$ cat src/source/mem_pkg.sv
// Memory subsystem package: shared widths, access sizes, depth and request structs
package mem_pkg;

    //////////////////////////////////////////////////
    // Widths
    //////////////////////////////////////////////////

    typedef logic [63:0] dword_t;    // One data doubleword
    typedef logic [63:0] addr_t;     // Byte address, only 11:0 decoded
    typedef logic [31:0] inst_t;     // One instruction
    typedef logic [7:0]  byte_en_t;  // One enable per byte lane
    typedef logic [1:0]  size_t;     // Access size code

    // Access size codes
    localparam size_t SIZE_BYTE  = 2'd0;
    localparam size_t SIZE_HALF  = 2'd1;
    localparam size_t SIZE_WORD  = 2'd2;
    localparam size_t SIZE_DWORD = 2'd3;

    // Memory depth in doublewords
    localparam int MEM_WORDS      = 512;
    localparam int MEM_INDEX_BITS = $clog2(MEM_WORDS);  // Address bits 11:3

    typedef logic [MEM_INDEX_BITS-1:0] mem_index_t;

    //////////////////////////////////////////////////
    // Structs
    //////////////////////////////////////////////////

    // One data-port access, load or store
    typedef struct packed {
        addr_t  addr;
        dword_t wdata;      // Store value, right-justified
        size_t  size;
        logic   is_signed;  // Loads only
        logic   load;
        logic   store;
    } data_req_t;

    // One write into the array
    typedef struct packed {
        mem_index_t index;
        byte_en_t   byte_en;
        dword_t     data;   // Already moved into its lanes
    } mem_write_t;

    // Byte offset inside the doubleword, low bits below the size dropped
    function automatic logic [2:0] byte_offset(addr_t addr, size_t size);
        logic [2:0] offset;
        case (size)
            SIZE_BYTE: offset = addr[2:0];
            SIZE_HALF: offset = {addr[2:1], 1'b0};
            SIZE_WORD: offset = {addr[2], 2'b00};
            default:   offset = 3'b000;  // Doubleword always lane 0
        endcase
        return offset;
    endfunction

endpackage

$ cat src/source/load_align.sv
// Load alignment: extracts the addressed bytes from a doubleword and sign- or zero-extends
`timescale 1ns/1ps

module load_align (
    input  mem_pkg::data_req_t req,
    input  mem_pkg::dword_t    data_word,  // Raw doubleword from memory
    output mem_pkg::dword_t    load_data
);

    logic [2:0]      offset;   // Aligned byte offset
    mem_pkg::dword_t shifted;  // Addressed bytes moved to lane 0
    logic            fill;     // Extension bit

    assign offset  = mem_pkg::byte_offset(req.addr, req.size);
    assign shifted = data_word >> {offset, 3'b000};

    //////////////////////////////////////////////////
    // Extension
    //////////////////////////////////////////////////

    // Top kept bit copied upward on signed loads, zero otherwise
    always_comb begin
        case (req.size)
            mem_pkg::SIZE_BYTE: begin
                fill      = req.is_signed & shifted[7];
                load_data = {{56{fill}}, shifted[7:0]};
            end
            mem_pkg::SIZE_HALF: begin
                fill      = req.is_signed & shifted[15];
                load_data = {{48{fill}}, shifted[15:0]};
            end
            mem_pkg::SIZE_WORD: begin
                fill      = req.is_signed & shifted[31];
                load_data = {{32{fill}}, shifted[31:0]};
            end
            default: begin
                fill      = 1'b0;  // Nothing above 64 bits
                load_data = shifted;  // Offset is 0 here
            end
        endcase
    end

endmodule

$ cat config.mk
export PLATFORM = sky130hd
export DESIGN_NAME = load_align
export DESIGN_NICKNAME = d
export VERILOG_FILES = /design/src/source/mem_pkg.sv /design/src/source/load_align.sv
export SDC_FILE = /design/constraint.sdc
export NUM_CORES = 1
export LEC_CHECK = 0
export BUFFER_PORTS_ARGS = -buffer_cell sky130_fd_sc_hd__buf_2
export CORE_AREA = 4 4 98 100
export DETAILED_ROUTE_END_ITERATION = 10
export DIE_AREA = 0 0 102 104
export PLACE_DENSITY = 0.61
export SETUP_SLACK_MARGIN = 0.1
export SLEW_MARGIN = 5
export SYNTH_ARGS = -nofsm -noshare
export SYNTH_HDL_FRONTEND = slang
export SYNTH_SLANG_ARGS = --single-unit
$ cat constraint.sdc
create_clock -name vclk -period 2.3
set_input_delay 0.23 -clock vclk [all_inputs]
set_output_delay 0.23 -clock vclk [all_outputs]
set_load 0.02 [all_outputs]
==> impl_results.md <==
- Mapped cell area: 0.002036 mm²
- Vias in the first global route: roughly 3,200
- Register area share after synthesis: 0%
- Status: finished, violations left
- Via density: around 5.7
- Net Switching: around 0.61 mW
- Endpoints failing setup: 2
- Vias: 3,370
- Area Growth Syn to Fin: 101.8%
- Crit end category: primary output
- Arr. time, crit path: 2.08 ns
- Placement Setup Slack: -0.06174 ns
- First-pass GRT wire length: 16,330 µm
- P_leak: 2.026 nW
- Worst-Margin Slew: roughly 0.65 ns
- Die X: just over 100 µm
- Cts-stage hold buffer count: 0
- RSZ-0062 raised after global routing: yes
- Synth Instances: 322
- Clock power frac: 0%
- Final Hold Fails: 0
- Starting DRT DRC Count: between 300 and 400
- GRT Residual Overflow: 0
- Detail Route Antenna Nets: 0
- Rel. slew slack: ~57%
- Crit share post-route: 100.5%
- Routability cong.: 0.8793
- Failing checks: negative setup slack
- Fill count: approximately 870
- Initial antenna violation count: 0
- # Max-Cap Violations: 0
- Non-filler instance count after layout: 588
- Synthesized Nets: 519
- Die height: around 100 µm
- Synth cell types: 43
- Pin count of the biggest net entering global routing: 22
- Worst min path class: in2out
- Final net count: about 680
- Routed WL: between 10,000 and 15,000 µm
- I/O pins: 261
- Switching Fraction: a little over half
- Seq pwr share: 0%
- Num rows: 34
- Share of post-route cells with drive strength above 1: just under 60%
- FFs & Latches: 0
- CP Max Fanout: 8
- Most common cell after layout, fill and taps aside: buf_2
- Die area: roughly 0.011 mm²
- DP Area: 0.003062 mm²
- Placed cells: 570
- Total power draw: between 1 and 1.5 mW
- Max Fclk: 0.4324 GHz
- Most frequent cells in the layout: buf_2, buf_4, buf_6, nand2_1, a21oi_1
- Core area: 0.008678 mm²
- Clkbuf count: 0
- Reg area: 0 µm²
- Final-report max-slew violation count: 0
- Avg Synthesized Cell Area: ~6.3 µm²
- Minimum clock period after layout: between 2 and 2.5 ns
- Worst VDD drop: around 0.17 mV
- IO Port Bufs: around 130
- WS Path Type: in2out
- Critical Path Source Type: primary input
- DRC: 0
- Util after Layout: 47.35%
- Synth warnings: 0
- Final Instance Area: around 0.0041 mm²
- Gr usage total: ~18%
- Combinational share of power: between 90% and 100%
- Cell Pwr Density: 281.3 mW/mm²
- First-pass DRT Iterations: 4
- Initial Util: between 20% and 30%
- Setup TNS: -0.02313 ns
- Worst hold slack: just over 0.8 ns
- Antenna diodes: 0
- Setup slack after layout: -0.01257 ns
- Wire per inst: around 20 µm
- Required @ worst endpoint: just over 2 ns
- Int Power: about 0.55 mW
- HPWL Detailed: around 8000 µm
## power by group through the flow
stage / Sequential, mW / Clock [mW] / Combinational (mW)
after floorplan: 0 / 0 / 0.500
after detailed placement: 0 / 0 / 0.847
after global placement: 0 / 0 / 0.841
final: 0 / 0 / 1.16
after global routing: 0 / 0 / 1.23
after CTS: 0 / 0 / 0.888
## repair_timing
item / in CTS / in global routing
endpoints found under the setup margin: 61 / 63
resized for setup: 15 / 188
cloned: 2 / 3
endpoints found under the hold margin: 0 / 0
pin swaps: 1 / 3
setup buffers: 11 / 3
## synth_stat cells, types with 2 or more instances
library cell   n  area [µm²]
nand2_1       49       183.9
nand3_1       44       220.2
a21oi_1       41       205.2
clkbuf_1      24       90.09
nor2_1        18       67.56
o211ai_1      18       135.1
o21ai_0       17       85.08
mux4_2        12       270.3
buf_2          9       45.04
inv_1          9       33.78
mux2i_1        9       90.09
o221ai_1       8       70.07
o311ai_0       8       70.07
nor2b_1        6       37.54
mux2_2         5       56.30
a31oi_1        4       25.02
and2_1         4       25.02
buf_4          4       30.03
buf_6          4       45.04
a32oi_1        3       26.28
buf_1          2       7.510
nand3_2        2       20.02
o21a_1         2       15.01
## per-layer routing
| layer | GRT usage (%) | share of wire [%] | up-vias |
|---|---|---|---|
| met4 | 2.530 | 1.4 | 0 |
| met3 | 1.811 | 8.1 | 18 |
| met5 | 0 | 0 | - |
| met2 | 31.06 | 49 | 201 |
| met1 | 25.76 | 41 | 1614 |
| li1 | - | - | 1537 |
## worst max-delay path, stage by stage
cell and delay, ns:
buf_8 0.10, buf_6 0.12, or4b_4 0.57, nor2_4 0.11, a221o_1 0.18, o2111ai_4 0.15
buf_12 0.19, buf_12 0.14, o211ai_1 0.10, buf_4 0.18
## area by class of cell
class / instances / area, µm² / area share, %
Inverter: 9 / 33.78 / 0.8222
Multi-Input combinational cell: 270 / 2243 / 54.60
Tap cell: 108 / 135.1 / 3.289
Timing Repair Buffer: 201 / 1697 / 41.29
## final timing paths
kind | cells past startpoint | startpoint | endpoint
max | 10 | req[3] | load_data[25]
min | 4 | data_word[37] | load_data[37]
## kinds of logic after synthesis
| logic type | share of synthesized area (%) |
|---|---|
| buf+inv | 12.35 |
| mux | 21.20 |
| compound gates | 35.83 |
| simple gates | 30.61 |
No activity file was read; power rests on OpenSTA's default activity.
