[src/source/mem_pkg.sv]
// Memory subsystem package: shared widths, access sizes, depth and request structs
package mem_pkg;

    //////////////////////////////////////////////////
    // Widths
    //////////////////////////////////////////////////

    typedef logic [63:0] dword_t;    // One data doubleword
    typedef logic [63:0] addr_t;     // Byte address, only 11:0 decoded
    typedef logic [31:0] inst_t;     // One instruction
    typedef logic [7:0]  byte_en_t;  // One enable per byte lane
    typedef logic [1:0]  size_t;     // Access size code

    // Access size codes
    localparam size_t SIZE_BYTE  = 2'd0;
    localparam size_t SIZE_HALF  = 2'd1;
    localparam size_t SIZE_WORD  = 2'd2;
    localparam size_t SIZE_DWORD = 2'd3;

    // Memory depth in doublewords
    localparam int MEM_WORDS      = 512;
    localparam int MEM_INDEX_BITS = $clog2(MEM_WORDS);  // Address bits 11:3

    typedef logic [MEM_INDEX_BITS-1:0] mem_index_t;

    //////////////////////////////////////////////////
    // Structs
    //////////////////////////////////////////////////

    // One data-port access, load or store
    typedef struct packed {
        addr_t  addr;
        dword_t wdata;      // Store value, right-justified
        size_t  size;
        logic   is_signed;  // Loads only
        logic   load;
        logic   store;
    } data_req_t;

    // One write into the array
    typedef struct packed {
        mem_index_t index;
        byte_en_t   byte_en;
        dword_t     data;   // Already moved into its lanes
    } mem_write_t;

    // Byte offset inside the doubleword, low bits below the size dropped
    function automatic logic [2:0] byte_offset(addr_t addr, size_t size);
        logic [2:0] offset;
        case (size)
            SIZE_BYTE: offset = addr[2:0];
            SIZE_HALF: offset = {addr[2:1], 1'b0};
            SIZE_WORD: offset = {addr[2], 2'b00};
            default:   offset = 3'b000;  // Doubleword always lane 0
        endcase
        return offset;
    endfunction

endpackage

[src/source/fetch_unit.sv]
// Fetch unit: program counter with step and jump, and instruction half select
`timescale 1ns/1ps

module fetch_unit (
    input  logic            clk,
    input  logic            reset,
    input  logic            run,          // Step by 4 each cycle
    input  logic            jump,         // Redirect, beats run
    input  mem_pkg::addr_t  jump_target,
    input  mem_pkg::dword_t fetch_word,   // Doubleword at pc[11:3]
    output mem_pkg::addr_t  pc,
    output mem_pkg::inst_t  inst
);

    localparam mem_pkg::addr_t INST_BYTES = 64'd4;  // One instruction

    //////////////////////////////////////////////////
    // Program counter
    //////////////////////////////////////////////////

    always_ff @(posedge clk) begin
        if (reset) begin
            pc <= '0;
        end else if (jump) begin
            pc <= {jump_target[63:2], 2'b00};  // Word aligned target
        end else if (run) begin
            pc <= pc + INST_BYTES;
        end
        // Otherwise hold
    end

    //////////////////////////////////////////////////
    // Instruction select
    //////////////////////////////////////////////////

    // Little-endian, lower address in the low half
    assign inst = pc[2] ? fetch_word[63:32] : fetch_word[31:0];

endmodule

[config.mk]
export PLATFORM = sky130hd
export DESIGN_NAME = fetch_unit
export DESIGN_NICKNAME = d
export VERILOG_FILES = /design/src/source/mem_pkg.sv /design/src/source/fetch_unit.sv
export SDC_FILE = /design/constraint.sdc
export NUM_CORES = 1
export LEC_CHECK = 0
export BUFFER_PORTS_ARGS = -buffer_cell sky130_fd_sc_hd__buf_2
export CAP_MARGIN = 0
export CORE_ASPECT_RATIO = 0.75
export CORE_MARGIN = 1.5
export CORE_UTILIZATION = 49
export DETAILED_ROUTE_END_ITERATION = 8
export PLACE_DENSITY = 0.95
export SLEW_MARGIN = 30
export SYNTH_ARGS = -nofsm -noshare
export SYNTH_HDL_FRONTEND = slang
export SYNTH_SLANG_ARGS = --single-unit
[constraint.sdc]
create_clock -name clk -period 5.28 [get_ports clk]
set_input_delay 0.264 -clock clk [delete_from_list [all_inputs] [get_ports clk]]
set_output_delay 0.264 -clock clk [all_outputs]
set_load 0.01 [all_outputs]
==> flow_summary.yaml, run 1 <==
run_status:
  status: "finished, final reports clean"
synthesis:
  synth_top_family_by_area: "simple AND/OR/NAND/NOR gates"
  synth.avg_cell_area_um2: 8.45
  ys_async_sr_fraction: 0
  synth_top_cell_by_area: "dfxtp_1"
  syn-cell-area_um2: 4200
  synth_seq_cells: 62
  ys.flop_type: "dfxtp_1"
  synth-warning-count: 0
  ys_seq_area_frac: 0.296
  synth_xor_xnor_area_share: 0.0584
  synth-adder-area-share: 0.00298
  synth_compound_area_frac: 0.149
  synth_edf_count: 0
  ys_top_cells_by_area: "dfxtp_1 (30%), mux2_2 (8.6%), nor2_1 (5.5%)"
  yosys.area_share.simple: 0.325
  synthMuxAreaShare: 0.105
  synth.top_cell.area_share: 0.296
  ys_types: 51
  synthCells: 497
placement:
  gp_congestion: 0.920
  place_area_um2: 5240
  hpwl_um: 10700
  numPortBuffers: 223
cells_and_area:
  top_register: "pc"
  drive_above_1_share: 0.417
  multi_input_area_um2: 2700
  seq_area_um2: 1240
  finalNetCount: 826
  largest_reg_flops: 62
  utilization: 0.661
  largestRegisters: "pc (62)"
  area_growth_pct: 32.0
  design_area_um2: 5540
  n_antenna_cell: 0
  nFillCells: 701
worst_setup_path:
  cp_max_fo: 11
  path_cells: "and4_1 > nand4_1 > nor3b_1 > a211oi_1 > a2111oi_1"
  cpLargestDelayFamily: "simple AND/OR/NAND/NOR gates"
  cpPeakStageDelay_ps: 680
  worstPathRequired_ps: 5480
  crit_type: "flop to flop"
  critPathBufInv: 0
  startpoint_type: "flop"
  cp-end-kind: "flop"
  critical_path.slowest_cell: "nand4_1"
  cp_data_arrival_time_ps: 2870
timing:
  min_period_over_period: 0.504
  max-slew-margin-rel: 0.436
  tns_ps: 0
  clock_skew_ps: 6.20
  setup_viol_count_final: 0
  period_needed_ps: 2660
  rsz0062_at_grt: "no"
  hold_viol_final: 0
  max_freq_mhz: 376
  tightest_slew_ps: 846
  report.final.slew_viol_count: 0
grt:
  grt_antenna_before_repair: 1
  grt_pass1_vias: 4357
  grt-ovfl-total: 0
  grt_first_pass_wirelength_um: 22100
  grt_max_degree: 69
  grt_util_all_layers: 0.310
pwr:
  fin_total_pwr_w: 0.00140
  power_density_nw_per_um2: 253
  cellLeakagePower_nw: 2.44
  ir_drop_v: 0.000157
floorplanning:
  fp.dieH_um: 83.2
  core_um2: 8380
  die_x_um: 110
  rows: 29
  start_util: 0.501
  ioPinCount: 228
  die_area_um2: 9140
clock_tree:
  cts-resized-gates: 0
  insertion_delay_ps: 320
  cts_tree: "done"
  cts_sinks: 62
  htreeDepth: 3
  cts_buffers: 9
  postCtsHoldBufs: 0
  post_cts_buffers: 0
  cts.path.max_buffers: 2
  clk_pin_slew_ps: 50
  cts_root_buf: "clkbuf_16"
drt:
  finalWirelength_um: 14200
  firstDrtPassIters: 7
  avgRoutedWirePerCell_um: 17.7
  dr_wl_met3_um: 1140
  dr_total_vias: 4747
  wl_met2_um: 6350
  ant_nets: 0
  drc: 0
  highest_layer: "met5"
  drtIter0Drc: 432
  vias_per_cell: 5.89
  met1_length_um: 6530
hold_path:
  hold_class: "primary input to flop"
job:
  maxCapViolCount: 0
[kinds of logic after synthesis]
group                      after synthesis
xor gates and xnor gates                28
buffers and inverters                   49
muxes                                   40
DFF                                     62
adders and majority gates                1
and+or+nand+nor                        231
AOI/OAI and AO/OA                       85
other                                    1
[layout make-up]
cell class / instances / share of cell area
Sequential cell: 62 / 0.224
Inverter: 7 / 0.00474
Clock buffer: 13 / 0.0470
Timing Repair Buffer: 226 / 0.205
Tap cell: 108 / 0.0244
Clock inverter: 3 / 0.00768
Multi-Input combinational cell: 387 / 0.487
[placed cells by master (no fill, tap or decap), drive strengths merged, types with 9 or more instances in the layout]
master	n
a211oi	19
a21oi	9
a311oi	18
and4	16
buf	226
clkbuf	13
dfxtp	62
mux2	32
nand2	38
nand3	22
nand4	25
nor2	62
nor3	14
nor4	10
o21ai	14
or3	16
xnor2	15
xor2	13
[synthesized netlist by cell type, types with 14 or more instances]
| master | number |
|---|---|
| nor2_1 | 61 |
| or3_1 | 16 |
| clkbuf_1 | 20 |
| o21ai_0 | 14 |
| a211oi_1 | 19 |
| xnor2_1 | 15 |
| dfxtp_1 | 62 |
| and4_1 | 16 |
| a311oi_1 | 18 |
| nand3_1 | 22 |
| nand2_1 | 38 |
| mux2_2 | 32 |
| nand4_1 | 19 |
[final timing paths]
check / from / endpoint / slack (ps) / cells after the start
worst max-delay path: pc[10] / pc[57] / 2620 / 5
worst min-delay path: jump_target[9] / pc[9] / 180 / 3
worst max register to register: pc[10] / pc[57] / 2620 / 5
worst min register to register: pc[45] / pc[45] / 540 / 2
[stage by stage]
step | instances | hold slack, ps | worst slack (ps)
floorplan | 498 | 405 | 3260
global placement | 790 | 495 | 2850
detailed placement | 790 | 506 | 2700
CTS | 806 | 174 | 2660
global route | 806 | 189 | 2450
finish | 806 | 177 | 2620
[layer usage]
layer | GRT usage | vias up
met5 | 0 | -
met4 | 0.0826 | 2
met3 | 0.0589 | 22
met2 | 0.456 | 227
met1 | 0.459 | 2244
li1 | - | 2252
[report_power, final]
part,switching (W),total [W],internal (W)
clock,0.000204,0.000594,0.000390
sequential,0.0000446,0.000546,0.000501
combinational,0.000133,0.000261,0.000127
total,0.000382,0.00140,0.00102
[tightest hold or removal path: stages]
cell and delay, ps:
buf_2 70, mux2i_1 50, nor2_1 70
Power figures use the tool's default switching activity.
==> run 2: changes to the inputs <==
--- a/config.mk
+++ b/config.mk
@@ -9,9 +9,9 @@
 export CAP_MARGIN = 0
 export CORE_ASPECT_RATIO = 0.75
 export CORE_MARGIN = 1.5
-export CORE_UTILIZATION = 49
+export CORE_UTILIZATION = 41
 export DETAILED_ROUTE_END_ITERATION = 8
-export PLACE_DENSITY = 0.95
+export PLACE_DENSITY = 0.85
 export SLEW_MARGIN = 30
 export SYNTH_ARGS = -nofsm -noshare
 export SYNTH_HDL_FRONTEND = slang
==> constraint.sdc (replaced) <==
create_clock -name clk -period 2.4 [get_ports clk]
set_input_delay 0.12 -clock clk [delete_from_list [all_inputs] [get_ports clk]]
set_output_delay 0.12 -clock clk [all_outputs]
set_load 0.01 [all_outputs]
==> flow_summary.yaml, run 2 (synthesized netlist as in run 1, its figures left out) <==
timing:
  report.final.slew_viol_count: 0
  tightest_slew_ps: 673
  holdWs_ps: 26.1
  tns_ps: 0
  rsz0062_at_grt: "no"
  max_freq_mhz: 436
  clock_skew_ps: 8.38
  min_period_over_period: 0.956
  setup_viol_count_final: 0
  max-slew-margin-rel: 0.551
  hold_viol_final: 0
  period_needed_ps: 2300
clock_tree:
  cts_root_buf: "clkbuf_16"
  cts.path.max_buffers: 2
  htreeDepth: 3
  cts_buffers: 9
  cts_tree: "done"
  clk_pin_slew_ps: 60
  cts_sinks: 62
  insertion_delay_ps: 330
  postCtsHoldBufs: 0
cells_and_area:
  largest_reg_flops: 62
  final_cell_mix: "buf_2 (223), dfxtp_1 (62), nor2_1 (61)"
  largestRegisters: "pc (62)"
  area_growth_pct: 35.2
  utilization: 0.579
  finalNetCount: 840
  drive_above_1_share: 0.433
  top_register: "pc"
  layoutNonFillerInstCount: 844
  nFillCells: 869
  mostFrequentLayoutCell: "buf_2"
  n_antenna_cell: 0
drt:
  ant_nets: 0
  drtIter0Drc: 464
  firstDrtPassIters: 6
  drc: 0
  dr_total_vias: 4839
  finalWirelength_um: 14400
  vias_per_cell: 5.73
  avgRoutedWirePerCell_um: 17.0
placement:
  numPortBuffers: 223
  gp_congestion: 0.832
  hpwl_um: 10700
  placed_cells: 826
worst_setup_path:
  cp_data_arrival_time_ps: 2540
  cp_max_fo: 15
  worstPathRequired_ps: 2640
  cp-end-kind: "flop"
  startpoint_type: "flop"
  crit_type: "flop to flop"
floorplanning:
  core_um2: 9810
  rows: 31
  fp.dieH_um: 90.6
  ioPinCount: 228
  start_util: 0.428
  die_x_um: 120
  die_area_um2: 10900
pwr:
  fin_total_pwr_w: 0.00309
  cellLeakagePower_nw: 2.50
  ir_drop_v: 0.000287
  power_density_nw_per_um2: 544
grt:
  grt_pass1_vias: 4429
  grt-ovfl-total: 0
  grt_max_degree: 46
  grt_antenna_before_repair: 0
  grt_util_all_layers: 0.256
  grt_first_pass_wirelength_um: 22400
job:
  maxCapViolCount: 0
hold_path:
  hold_class: "primary input to flop"
run_status:
  status: "finished, final reports clean"
run 2: changes by cell type in the layout (fill, tap and decap cells not counted), sizes merged:
cell,delta
inv,+1
clkinvlp,+3
clkbuf,-4
buf,+14
run 2: worst paths after layout:
path / cells after the start / to / slack, ps / from
min reg2reg: 2 / pc[60] / 540 / pc[60]
max reg2reg: 6 / pc[48] / 100 / pc[3]
max: 6 / pc[48] / 100 / pc[3]
min: 3 / pc[13] / 30 / jump_target[13]
run 2: critical path: stages (launching register included):
cell and delay, ps:
dfxtp_1 400, ha_1 250, and4_1 280, and2_4 270, nand4_4 240, or4_1 530, a311oi_1 240
run 2: cell type report:
type	count	area (µm²)	share of cell area
Clock buffer	9	225	0.0397
Clock inverter	7	73.8	0.0130
Tap cell	132	165	0.0291
Timing Repair Buffer	240	1240	0.219
Inverter	7	26.3	0.00463
Sequential cell	62	1240	0.219
Multi-Input combinational cell	387	2700	0.476
run 2: power by group:
group | internal, W | switching (W) | total, W
clock network | 0.000805 | 0.000503 | 0.00131
logic | 0.000287 | 0.000299 | 0.000586
registers | 0.00110 | 0.0000949 | 0.00120
total | 0.00219 | 0.000897 | 0.00309
run 2: per-layer routing:
layer  global-route usage  up-vias  wire [µm]
met5                    0        -          0
met4               0.0813        0        367
met3               0.0568       32       1040
met2                0.410      239       6730
met1                0.343     2289       6230
li1                     -     2279          -
run 2: per-stage QoR:
step,instance area [µm²],setup slack [ps]
6_report,5680,105
5_1_grt,5680,16.3
4_1_cts,5660,104
3_5_place_dp,5360,113
3_3_place_gp,5360,233
2_1_floorplan,4200,376
run 2: what timing repair did:
item | CTS | global route
endpoints found under the hold margin | 0 | 0
resized for setup | 0 | 1
buffers inserted | 0 | 2
setup endpoints to repair | 0 | 5
