--- src/source/mem_pkg.sv ---
// Memory subsystem package: shared widths, access sizes, depth and request structs
package mem_pkg;

    //////////////////////////////////////////////////
    // Widths
    //////////////////////////////////////////////////

    typedef logic [63:0] dword_t;    // One data doubleword
    typedef logic [63:0] addr_t;     // Byte address, only 11:0 decoded
    typedef logic [31:0] inst_t;     // One instruction
    typedef logic [7:0]  byte_en_t;  // One enable per byte lane
    typedef logic [1:0]  size_t;     // Access size code

    // Access size codes
    localparam size_t SIZE_BYTE  = 2'd0;
    localparam size_t SIZE_HALF  = 2'd1;
    localparam size_t SIZE_WORD  = 2'd2;
    localparam size_t SIZE_DWORD = 2'd3;

    // Memory depth in doublewords
    localparam int MEM_WORDS      = 512;
    localparam int MEM_INDEX_BITS = $clog2(MEM_WORDS);  // Address bits 11:3

    typedef logic [MEM_INDEX_BITS-1:0] mem_index_t;

    //////////////////////////////////////////////////
    // Structs
    //////////////////////////////////////////////////

    // One data-port access, load or store
    typedef struct packed {
        addr_t  addr;
        dword_t wdata;      // Store value, right-justified
        size_t  size;
        logic   is_signed;  // Loads only
        logic   load;
        logic   store;
    } data_req_t;

    // One write into the array
    typedef struct packed {
        mem_index_t index;
        byte_en_t   byte_en;
        dword_t     data;   // Already moved into its lanes
    } mem_write_t;

    // Byte offset inside the doubleword, low bits below the size dropped
    function automatic logic [2:0] byte_offset(addr_t addr, size_t size);
        logic [2:0] offset;
        case (size)
            SIZE_BYTE: offset = addr[2:0];
            SIZE_HALF: offset = {addr[2:1], 1'b0};
            SIZE_WORD: offset = {addr[2], 2'b00};
            default:   offset = 3'b000;  // Doubleword always lane 0
        endcase
        return offset;
    endfunction

endpackage

--- src/source/store_align.sv ---
// Store alignment: maps a store request to a doubleword index, lane enables and shifted data
`timescale 1ns/1ps

module store_align (
    input  mem_pkg::data_req_t  req,
    output mem_pkg::mem_write_t wr
);

    logic [2:0]         offset;     // Aligned byte offset
    mem_pkg::byte_en_t  lane_mask;  // Enables before placing at offset

    // Offset with sub-size address bits ignored
    assign offset = mem_pkg::byte_offset(req.addr, req.size);

    // Number of lanes from the access size
    always_comb begin
        case (req.size)
            mem_pkg::SIZE_BYTE: lane_mask = 8'h01;  // 1 lane
            mem_pkg::SIZE_HALF: lane_mask = 8'h03;  // 2 lanes
            mem_pkg::SIZE_WORD: lane_mask = 8'h0f;  // 4 lanes
            default:            lane_mask = 8'hff;  // Full doubleword
        endcase
    end

    //////////////////////////////////////////////////
    // Write request
    //////////////////////////////////////////////////

    always_comb begin
        wr.index = req.addr[mem_pkg::MEM_INDEX_BITS+2:3];  // Address bits 11:3

        // No store, no lanes
        if (req.store) begin
            wr.byte_en = lane_mask << offset;
        end else begin
            wr.byte_en = '0;
        end

        // Low bytes of wdata moved up to the target lanes
        // Bytes above the size land in disabled lanes and are dropped
        wr.data = req.wdata << {offset, 3'b000};
    end

endmodule

--- config.mk ---
export PLATFORM = sky130hd
export DESIGN_NAME = store_align
export DESIGN_NICKNAME = d
export VERILOG_FILES = /design/src/source/mem_pkg.sv /design/src/source/store_align.sv
export SDC_FILE = /design/constraint.sdc
export NUM_CORES = 1
export LEC_CHECK = 0
export ABC_CLOCK_PERIOD_IN_PS = 3000
export BUFFER_PORTS_ARGS = -buffer_cell sky130_fd_sc_hd__buf_2
export CORE_ASPECT_RATIO = 1.75
export CORE_UTILIZATION = 30
export DETAILED_ROUTE_END_ITERATION = 8
export PLACE_DENSITY = 0.67
export REMOVE_ABC_BUFFERS = 1
export SETUP_SLACK_MARGIN = 0.02
export SLEW_MARGIN = 10
export SYNTH_ARGS = -nofsm -noshare
export SYNTH_HDL_FRONTEND = slang
export SYNTH_SLANG_ARGS = --single-unit
--- constraint.sdc ---
create_clock -name vclk -period 3
set_clock_uncertainty 0.1 [all_clocks]
set_input_delay 0.6 -clock vclk [all_inputs]
set_output_delay 0.6 -clock vclk [all_outputs]
set_load 0.05 [all_outputs]
==> summary.txt, run 1 <==
Hold-fix buffers, CTS -> 0
Relative slew slack -> 71.9%
Global-route wire length before repair -> 17,400 um
# clk buffers -> 0
Critical path class -> in -> out
Wire length per cell -> 18.6 um
Die area -> 8270 sq um
Crit path from -> req[3]
Worst setup path endpoint -> wr[53]
Final GP Congestion -> 0.876
Final WS setup -> 0.0891 ns
Final instance area -> 3360 sq um
PwrDens -> 279 nW/um^2
Area of the core -> 7620 sq um
Die H -> 120 um
Pin count of the biggest net entering global routing -> 38
Layout Nets -> 658
Final Cycle Share -> 97.0%
Seq_cells -> 0
Pwr Total -> 0.939 mW
Total number of vias -> 3,718
Synth cell types -> 41
Fill cells -> 801
Final setup fails -> 0
HP Class -> in -> out
Initial Util -> 31.1%
Number of top-level pins -> 214
Cell taking the most area after synthesis -> nand2_1
Leakage Power -> 1.67 nW
Critical Path RT -> 2.30 ns
Initial antenna violation count -> 0
Minimum clock period -> 2.91 ns
CP Launch Type -> primary input
Synth top area cells -> nand2_1, a21oi_1, nor2_1
Sequential share of the synthesized area -> 0%
Area of the multi-input gates -> 2100 sq um
Reg area -> 0 sq um
Port-buffer cells -> 142
Slew Limit Fails -> 0
Vias in the first global route -> 3,340
RSZ-0062 raised after global routing -> yes
Critical path arrival -> 2.21 ns
Ratio of cells with drive above 1 in the final layout -> 40.0%
Most frequent cells in the layout -> buf_2, nand2_1, a21oi_1, nor2_1, buf_4
CP Capture Type -> output port
Top-area cell type share of the netlist area -> 10.6%
DRC -> 0
Placed cell count -> 610
Diode count -> 0
Pre-CTS WS -> 0.0681 ns
Mapped Avg Cell Area -> 6.00 sq um
Post-DP Area -> 3310 sq um
Grt total ovfl -> 0
Post-route ant nets -> 0
Fmax -> 344 MHz
Status -> complete, no violations
Final Util -> 44.1%
Vias per std cell -> 6.09
Mapped Area -> 2370 sq um
Commonest non-fill, non-tap cell in the layout -> buf_2
Yosys Warn Count -> 0
Area growth syn-to-layout -> 42.0%
Critical Path Fanout Max -> 37
DRT iter0 DRCs -> 338
Max-cap check violation count -> 0
Slew at the pin closest to its max-slew limit -> 0.422 ns
Row count -> 42
1st-pass router iterations -> 5
Post-Layout Cell Count -> 611
Mapped Cells -> 395
WL final -> 11,400 um
GRT Total Usage -> 25.5%
Die W -> 69.2 um
Post-DP HPWL -> 8510 um
Max VDD drop -> 0.000144 V
Fin. Hold Viols -> 0
## Yosys cell counts, drive strengths merged (4+ instances only)
| master | number |
|---|---|
| a222oi | 8 |
| nor2 | 39 |
| nand2b | 7 |
| nand3 | 20 |
| mux2 | 8 |
| nand2 | 68 |
| o21a | 4 |
| o22a | 11 |
| mux2i | 13 |
| and3 | 10 |
| o211ai | 5 |
| inv | 7 |
| mux4 | 5 |
| nor2b | 8 |
| o221ai | 14 |
| buf | 37 |
| a32oi | 4 |
| a21oi | 44 |
| a22oi | 10 |
| clkbuf | 17 |
| o21ai | 20 |
| and2 | 4 |
| o22ai | 14 |
## repair_timing
item / CTS / global route
setup buffers: 0 / 1
hold endpoints to repair: 0 / 0
setup endpoints to repair: 0 / 11
gates resized for setup: 0 / 13
## kinds of logic after synthesis
family,synth area share [%]
AOI/OAI and AO/OA,42.2
muxes,14.1
and+or+nand+nor,30.5
buffers and inverters,13.2
## layer usage
| metal | track usage, % | vias to the layer above | part of all wire (%) |
|---|---|---|---|
| li1 | - | 1727 | - |
| met1 | 32.1 | 1690 | 38 |
| met2 | 47.0 | 281 | 51 |
| met3 | 2.69 | 20 | 9.8 |
| met4 | 3.57 | 0 | 1.2 |
| met5 | 0 | - | 0 |
## report_power, final
group	switching (mW)	leakage, nW	total (mW)	internal [mW]
Combinational	0.649	1.67	0.939	0.290
Clock	0	0	0	0
Sequential	0	0	0	0
## cell type report
cell class | instances | share of cell area (%)
inverter | 7 | 0.781
tap | 88 | 3.27
timing repair buffer | 182 | 33.4
multi-input combinational | 334 | 62.5
## through the flow
step	TNS [ns]	hold slack [ns]
2_1_floorplan	-44.79	1.10
3_3_place_gp	0	1.10
3_5_place_dp	0	1.10
4_1_cts	0	1.10
5_1_grt	0	1.10
6_report	0	1.10
## how the worst min path moves through the flow
| stage | start | to | slack, ns | cells past startpoint |
|---|---|---|---|---|
| floorplan | req[72] | wr[72] | 1.10 | 0 |
| global placement | req[77] | wr[77] | 1.10 | 0 |
| detailed placement | req[77] | wr[77] | 1.10 | 0 |
| CTS | req[77] | wr[77] | 1.10 | 0 |
| global route | req[77] | wr[77] | 1.10 | 0 |
| finish | req[77] | wr[77] | 1.10 | 0 |
## critical path, cell delays in order
cell	delay, ns
buf_2	0.17
or3b_4	0.44
buf_12	0.20
a32oi_1	0.27
a22oi_1	0.10
a31o_2	0.22
clkbuf_4	0.21
Power figures use the tool's default switching activity.
==> inputs of run 2 (changes only) <==
- ABC_CLOCK_PERIOD_IN_PS: 3000 -> 3500
- CORE_MARGIN: not set -> 3
- clock period: 3 -> 3.5 ns (I/O delays scaled with it)
==> summary.txt, run 2 (synthesis results as in run 1) <==
Leakage Power -> 1.59 nW (-4.6%)
HP Class -> in -> out
Slew at the pin closest to its max-slew limit -> 0.567 ns (+0.146 ns)
Fin. Hold Viols -> 0 (unchanged)
Wire length per cell -> 19.2 um (+2.9%)
Critical Path Max Stage Delay -> 0.30 ns (-0.14 ns)
Critical path class -> in -> out
Placed cell count -> 604 (-0.98%)
Max-cap check violation count -> 0 (unchanged)
CP Capture Type -> output port
Most frequent cells in the layout -> buf_2, nand2_1, a21oi_1, nor2_1, buf_4
Initial Util -> 31.1% (unchanged)
Final setup fails -> 0 (unchanged)
Critical Path Fanout Max -> 19 (-49%)
Reg area -> 0 sq um (unchanged)
Post-route ant nets -> 0 (unchanged)
Postcts setup bufs -> 0 (unchanged)
RSZ-0062 raised after global routing -> no
Layout Nets -> 651 (-1.1%)
Pin count of the biggest net entering global routing -> 24 (-37%)
DRT iter0 DRCs -> 355 (+5.0%)
DRC -> 0 (unchanged)
Seq_cells -> 0 (unchanged)
Minimum clock period -> 3.26 ns
Max VDD drop -> 0.000127 V (-12%)
Critical path arrival -> 2.46 ns (+0.25 ns)
Die area -> 9040 sq um (+9.3%)
Area growth syn-to-layout -> 34.3%
Post-Layout Cell Count -> 604 (-1.1%)
Number of top-level pins -> 214 (unchanged)
CP Launch Type -> primary input
PwrDens -> 245 nW/um^2 (-12%)
Slew Limit Fails -> 0 (unchanged)
Slowest CP cell -> nand2_1
Ratio of cells with drive above 1 in the final layout -> 38.0% (-2.0 points)
Hold path depth -> 0 (unchanged)
CP Depth -> 7 (unchanged)
Diode count -> 0 (unchanged)
WL final -> 11,600 um (+1.8%)
Status -> complete, no violations
Hold-fix buffers, CTS -> 0 (unchanged)
Port-buffer cells -> 142 (unchanged)
Fmax -> 307 MHz
Critical Path RT -> 2.70 ns (+0.40 ns)
Crit-path leading delay family -> buffers and inverters
Total number of vias -> 3,689 (-0.78%)
# clk buffers -> 0 (unchanged)
Vias per std cell -> 6.11 (+0.37%)
Buf+Inv Stages, Crit Path -> 4 (+1)
Area of the core -> 7620 sq um (unchanged)
Global-route wire length before repair -> 17,100 um (-1.4%)
Final GP Congestion -> 0.915 (+4.5%)
Relative slew slack -> 62.0% (-9.9 points)
Post-DP Area -> 3180 sq um (-4.0%)
Commonest non-fill, non-tap cell in the layout -> buf_2
Final instance area -> 3180 sq um (-5.4%)
Hold EP -> wr[79]
Die H -> 124 um (+3.3%)
Final Cycle Share -> 93.0%
Die W -> 73.2 um (+5.8%)
Grt total ovfl -> 0 (unchanged)
Row count -> 42 (unchanged)
Worst Hold Launch -> req[79]
GRT Total Usage -> 23.5% (-2.0 points)
Initial antenna violation count -> 0 (unchanged)
Critical path cell sequence -> buf_2 -> buf_4 -> a21bo_2 -> buf_4 -> nand2_1 -> a21oi_1 -> buf_2
Post-DP HPWL -> 8780 um (+3.2%)
Vias in the first global route -> 3,369 (+0.87%)
Post-cts resize count -> 0 (unchanged)
1st-pass router iterations -> 5 (unchanged)
run 2: changes by cell type in the layout (fill, tap and decap cells not counted), sizes merged:
cell / previous run / this run
clkbuf: 1 / 0
buf: 181 / 175
run 2: power by group:
| part | switching, mW | internal [mW] |
|---|---|---|
| combinational | 0.553 | 0.227 |
| sequential | 0 | 0 |
| clock | 0 | 0 |
run 2: worst max path at each step:
stage / start / end / slack [ns]
5_1_grt: req[69] / wr[63] / 0.14
3_5_place_dp: req[70] / wr[62] / 0.28
4_1_cts: req[4] / wr[11] / 0.28
6_report: req[4] / wr[11] / 0.24
2_1_floorplan: req[69] / wr[61] / -0.83
3_3_place_gp: req[4] / wr[11] / 0.26
run 2: area by class of cell:
cell class	instances	area, sq um
fillers	851	4440
multi-input cells	334	2070
repair buffers	175	971
well taps	88	110
inverters	7	26.3
run 2: through the flow:
stage	worst slack, ns	hold slack (ns)	power [mW]	util, %	setup TNS, ns
finish	0.244	1.30	0.780	41.7	0
global route	0.144	1.30	0.825	41.7	0
global placement	0.263	1.30	0.768	41.7	0
detailed placement	0.277	1.30	0.773	41.7	0
floorplan	-0.825	1.30	0.517	-	-27.38
CTS	0.278	1.30	0.775	41.7	0
run 2: per-layer routing:
metal | vias up | track usage, % | part of all wire (%) | wire [um]
met5 | - | 0 | 0 | 0
met4 | 0 | 5.08 | 1.6 | 187
met3 | 18 | 4.07 | 11 | 1320
met2 | 254 | 39.4 | 49 | 5610
met1 | 1704 | 31.0 | 38 | 4450
li1 | 1713 | - | - | -
==> inputs of run 3 (changes only) <==
- ABC_CLOCK_PERIOD_IN_PS: 3500 -> 3950
- RECOVER_POWER: not set -> 25
- clock period: 3.5 -> 3.95 ns (I/O delays scaled with it)
==> summary.txt, run 3 (synthesis results as in run 1) <==
Leakage Power -> 1.54 nW (-3.2%)
Commonest non-fill, non-tap cell in the layout -> buf_2
Final GP Congestion -> 0.907 (-0.83%)
WL final -> 11,600 um (+0.52%)
Final setup fails -> 0 (unchanged)
Post-Layout Cell Count -> 598 (-0.99%)
Reg area -> 0 sq um (unchanged)
Fmax -> 277 MHz
Initial Util -> 31.1% (unchanged)
Grt total ovfl -> 0 (unchanged)
Area of the core -> 7620 sq um (unchanged)
Total number of vias -> 3,687 (-0.054%)
Seq_cells -> 0 (unchanged)
Critical Path RT -> 3.06 ns (+0.36 ns)
1st-pass router iterations -> 6 (+1)
Vias in the first global route -> 3,392 (+0.68%)
PwrDens -> 219 nW/um^2 (-11%)
Relative slew slack -> 60.0% (-2.0 points)
Slew Limit Fails -> 0 (unchanged)
Status -> complete, no violations
Final WS setup -> 0.336 ns (+0.0914 ns)
Critical path cell sequence -> buf_2 -> inv_1 -> o21ai_2 -> buf_4 -> a222oi_1 -> o21a_1 -> a21oi_1 -> buf_2
Post-cts resize count -> 0 (unchanged)
Pre-CTS WS -> 0.377 ns (+0.100 ns)
Minimum clock period -> 3.61 ns
Port-buffer cells -> 142 (unchanged)
Net switching power -> 0.489 mW (-12%)
Slew at the pin closest to its max-slew limit -> 0.603 ns (+0.0353 ns)
Post-route ant nets -> 0 (unchanged)
Pwr Total -> 0.685 mW (-12%)
Ratio of cells with drive above 1 in the final layout -> 36.1% (-1.9 points)
Die W -> 73.2 um (unchanged)
Post-DP HPWL -> 8820 um (+0.42%)
Area growth syn-to-layout -> 32.1%
Pin count of the biggest net entering global routing -> 27 (+13%)
Die H -> 124 um (unchanged)
Most frequent CP cell -> buf_2
Number of top-level pins -> 214 (unchanged)
Critical path class -> in -> out
CP Launch Type -> primary input
Final Cycle Share -> 91.5%
Hold-fix buffers, CTS -> 0 (unchanged)
RSZ-0062 raised after global routing -> no
Most frequent cells in the layout -> buf_2, nand2_1, a21oi_1, nor2_1, buf_4
Diode count -> 0 (unchanged)
# clk buffers -> 0 (unchanged)
Max VDD drop -> 0.000107 V (-15%)
Die area -> 9040 sq um (unchanged)
Critical path arrival -> 2.72 ns (+0.26 ns)
Postcts setup bufs -> 0 (unchanged)
Max-cap check violation count -> 0 (unchanged)
Wire length per cell -> 19.4 um (+1.5%)
Power share of the clock group -> 0% (unchanged)
Row count -> 42 (unchanged)
Fin. Hold Viols -> 0 (unchanged)
Placed cell count -> 598 (-0.99%)
Crit-path leading delay family -> buffers and inverters
Final instance area -> 3130 sq um (-1.7%)
Initial antenna violation count -> 0 (unchanged)
Internal power -> 0.196 mW (-14%)
DRC -> 0 (unchanged)
Buf+Inv Stages, Crit Path -> 4 (unchanged)
Post-DP Area -> 3140 sq um (-1.4%)
GRT Total Usage -> 23.7% (+0.24 points)
Slowest CP cell -> buf_2
Critical Path Fanout Max -> 22 (+3)
Vias per std cell -> 6.17 (+0.95%)
Layout Nets -> 645 (-0.92%)
Sw Ratio -> 71.4% (+0.49 points)
CP Capture Type -> output port
Critical Path Max Stage Delay -> 0.37 ns (+0.07 ns)
DRT iter0 DRCs -> 337 (-5.1%)
Hold WS -> 1.48 ns (+0.180 ns)
Sequential share of power -> 0% (unchanged)
HP Class -> in -> out
Logic pwr share -> 100.0% (about the same)
Global-route wire length before repair -> 17,400 um (+1.8%)
[run 3: cell count changes in the layout (fill, tap and decap cells not counted), sizes merged]
cell    before  now
buf        175  163
clkbuf       0    6
[run 3: path summary, 6_finish.rpt]
kind / from / to / cells after the start
hold / removal: req[80] / wr[80] / 0
setup / recovery: req[4] / wr[56] / 8
[run 3: power groups by stage]
stage	sequential, mW	clock (mW)	combinational, mW
3_3_place_gp	0	0	0.674
5_1_grt	0	0	0.725
6_report	0	0	0.685
2_1_floorplan	0	0	0.458
3_5_place_dp	0	0	0.679
4_1_cts	0	0	0.681
[run 3: area by class of cell]
| type | count | area (sq um) |
|---|---|---|
| multi-input combinational | 334 | 2070 |
| inverter | 7 | 26.3 |
| tap | 88 | 110 |
| fill | 835 | 4490 |
| timing repair buffer | 169 | 918 |
[run 3: stage by stage]
stage | utilization (%) | TNS [ns]
floorplan | - | -14.77
global placement | 41.1 | 0
detailed placement | 41.1 | 0
CTS | 41.1 | 0
global route | 41.1 | 0
finish | 41.1 | 0
[run 3: metal layers]
| metal | vias up | GRT usage, % | share of wire, % |
|---|---|---|---|
| li1 | 1696 | - | - |
| met4 | 0 | 5.66 | 1.8 |
| met1 | 1721 | 31.0 | 39 |
| met3 | 17 | 4.15 | 12 |
| met2 | 253 | 39.9 | 48 |
| met5 | - | 0 | 0 |
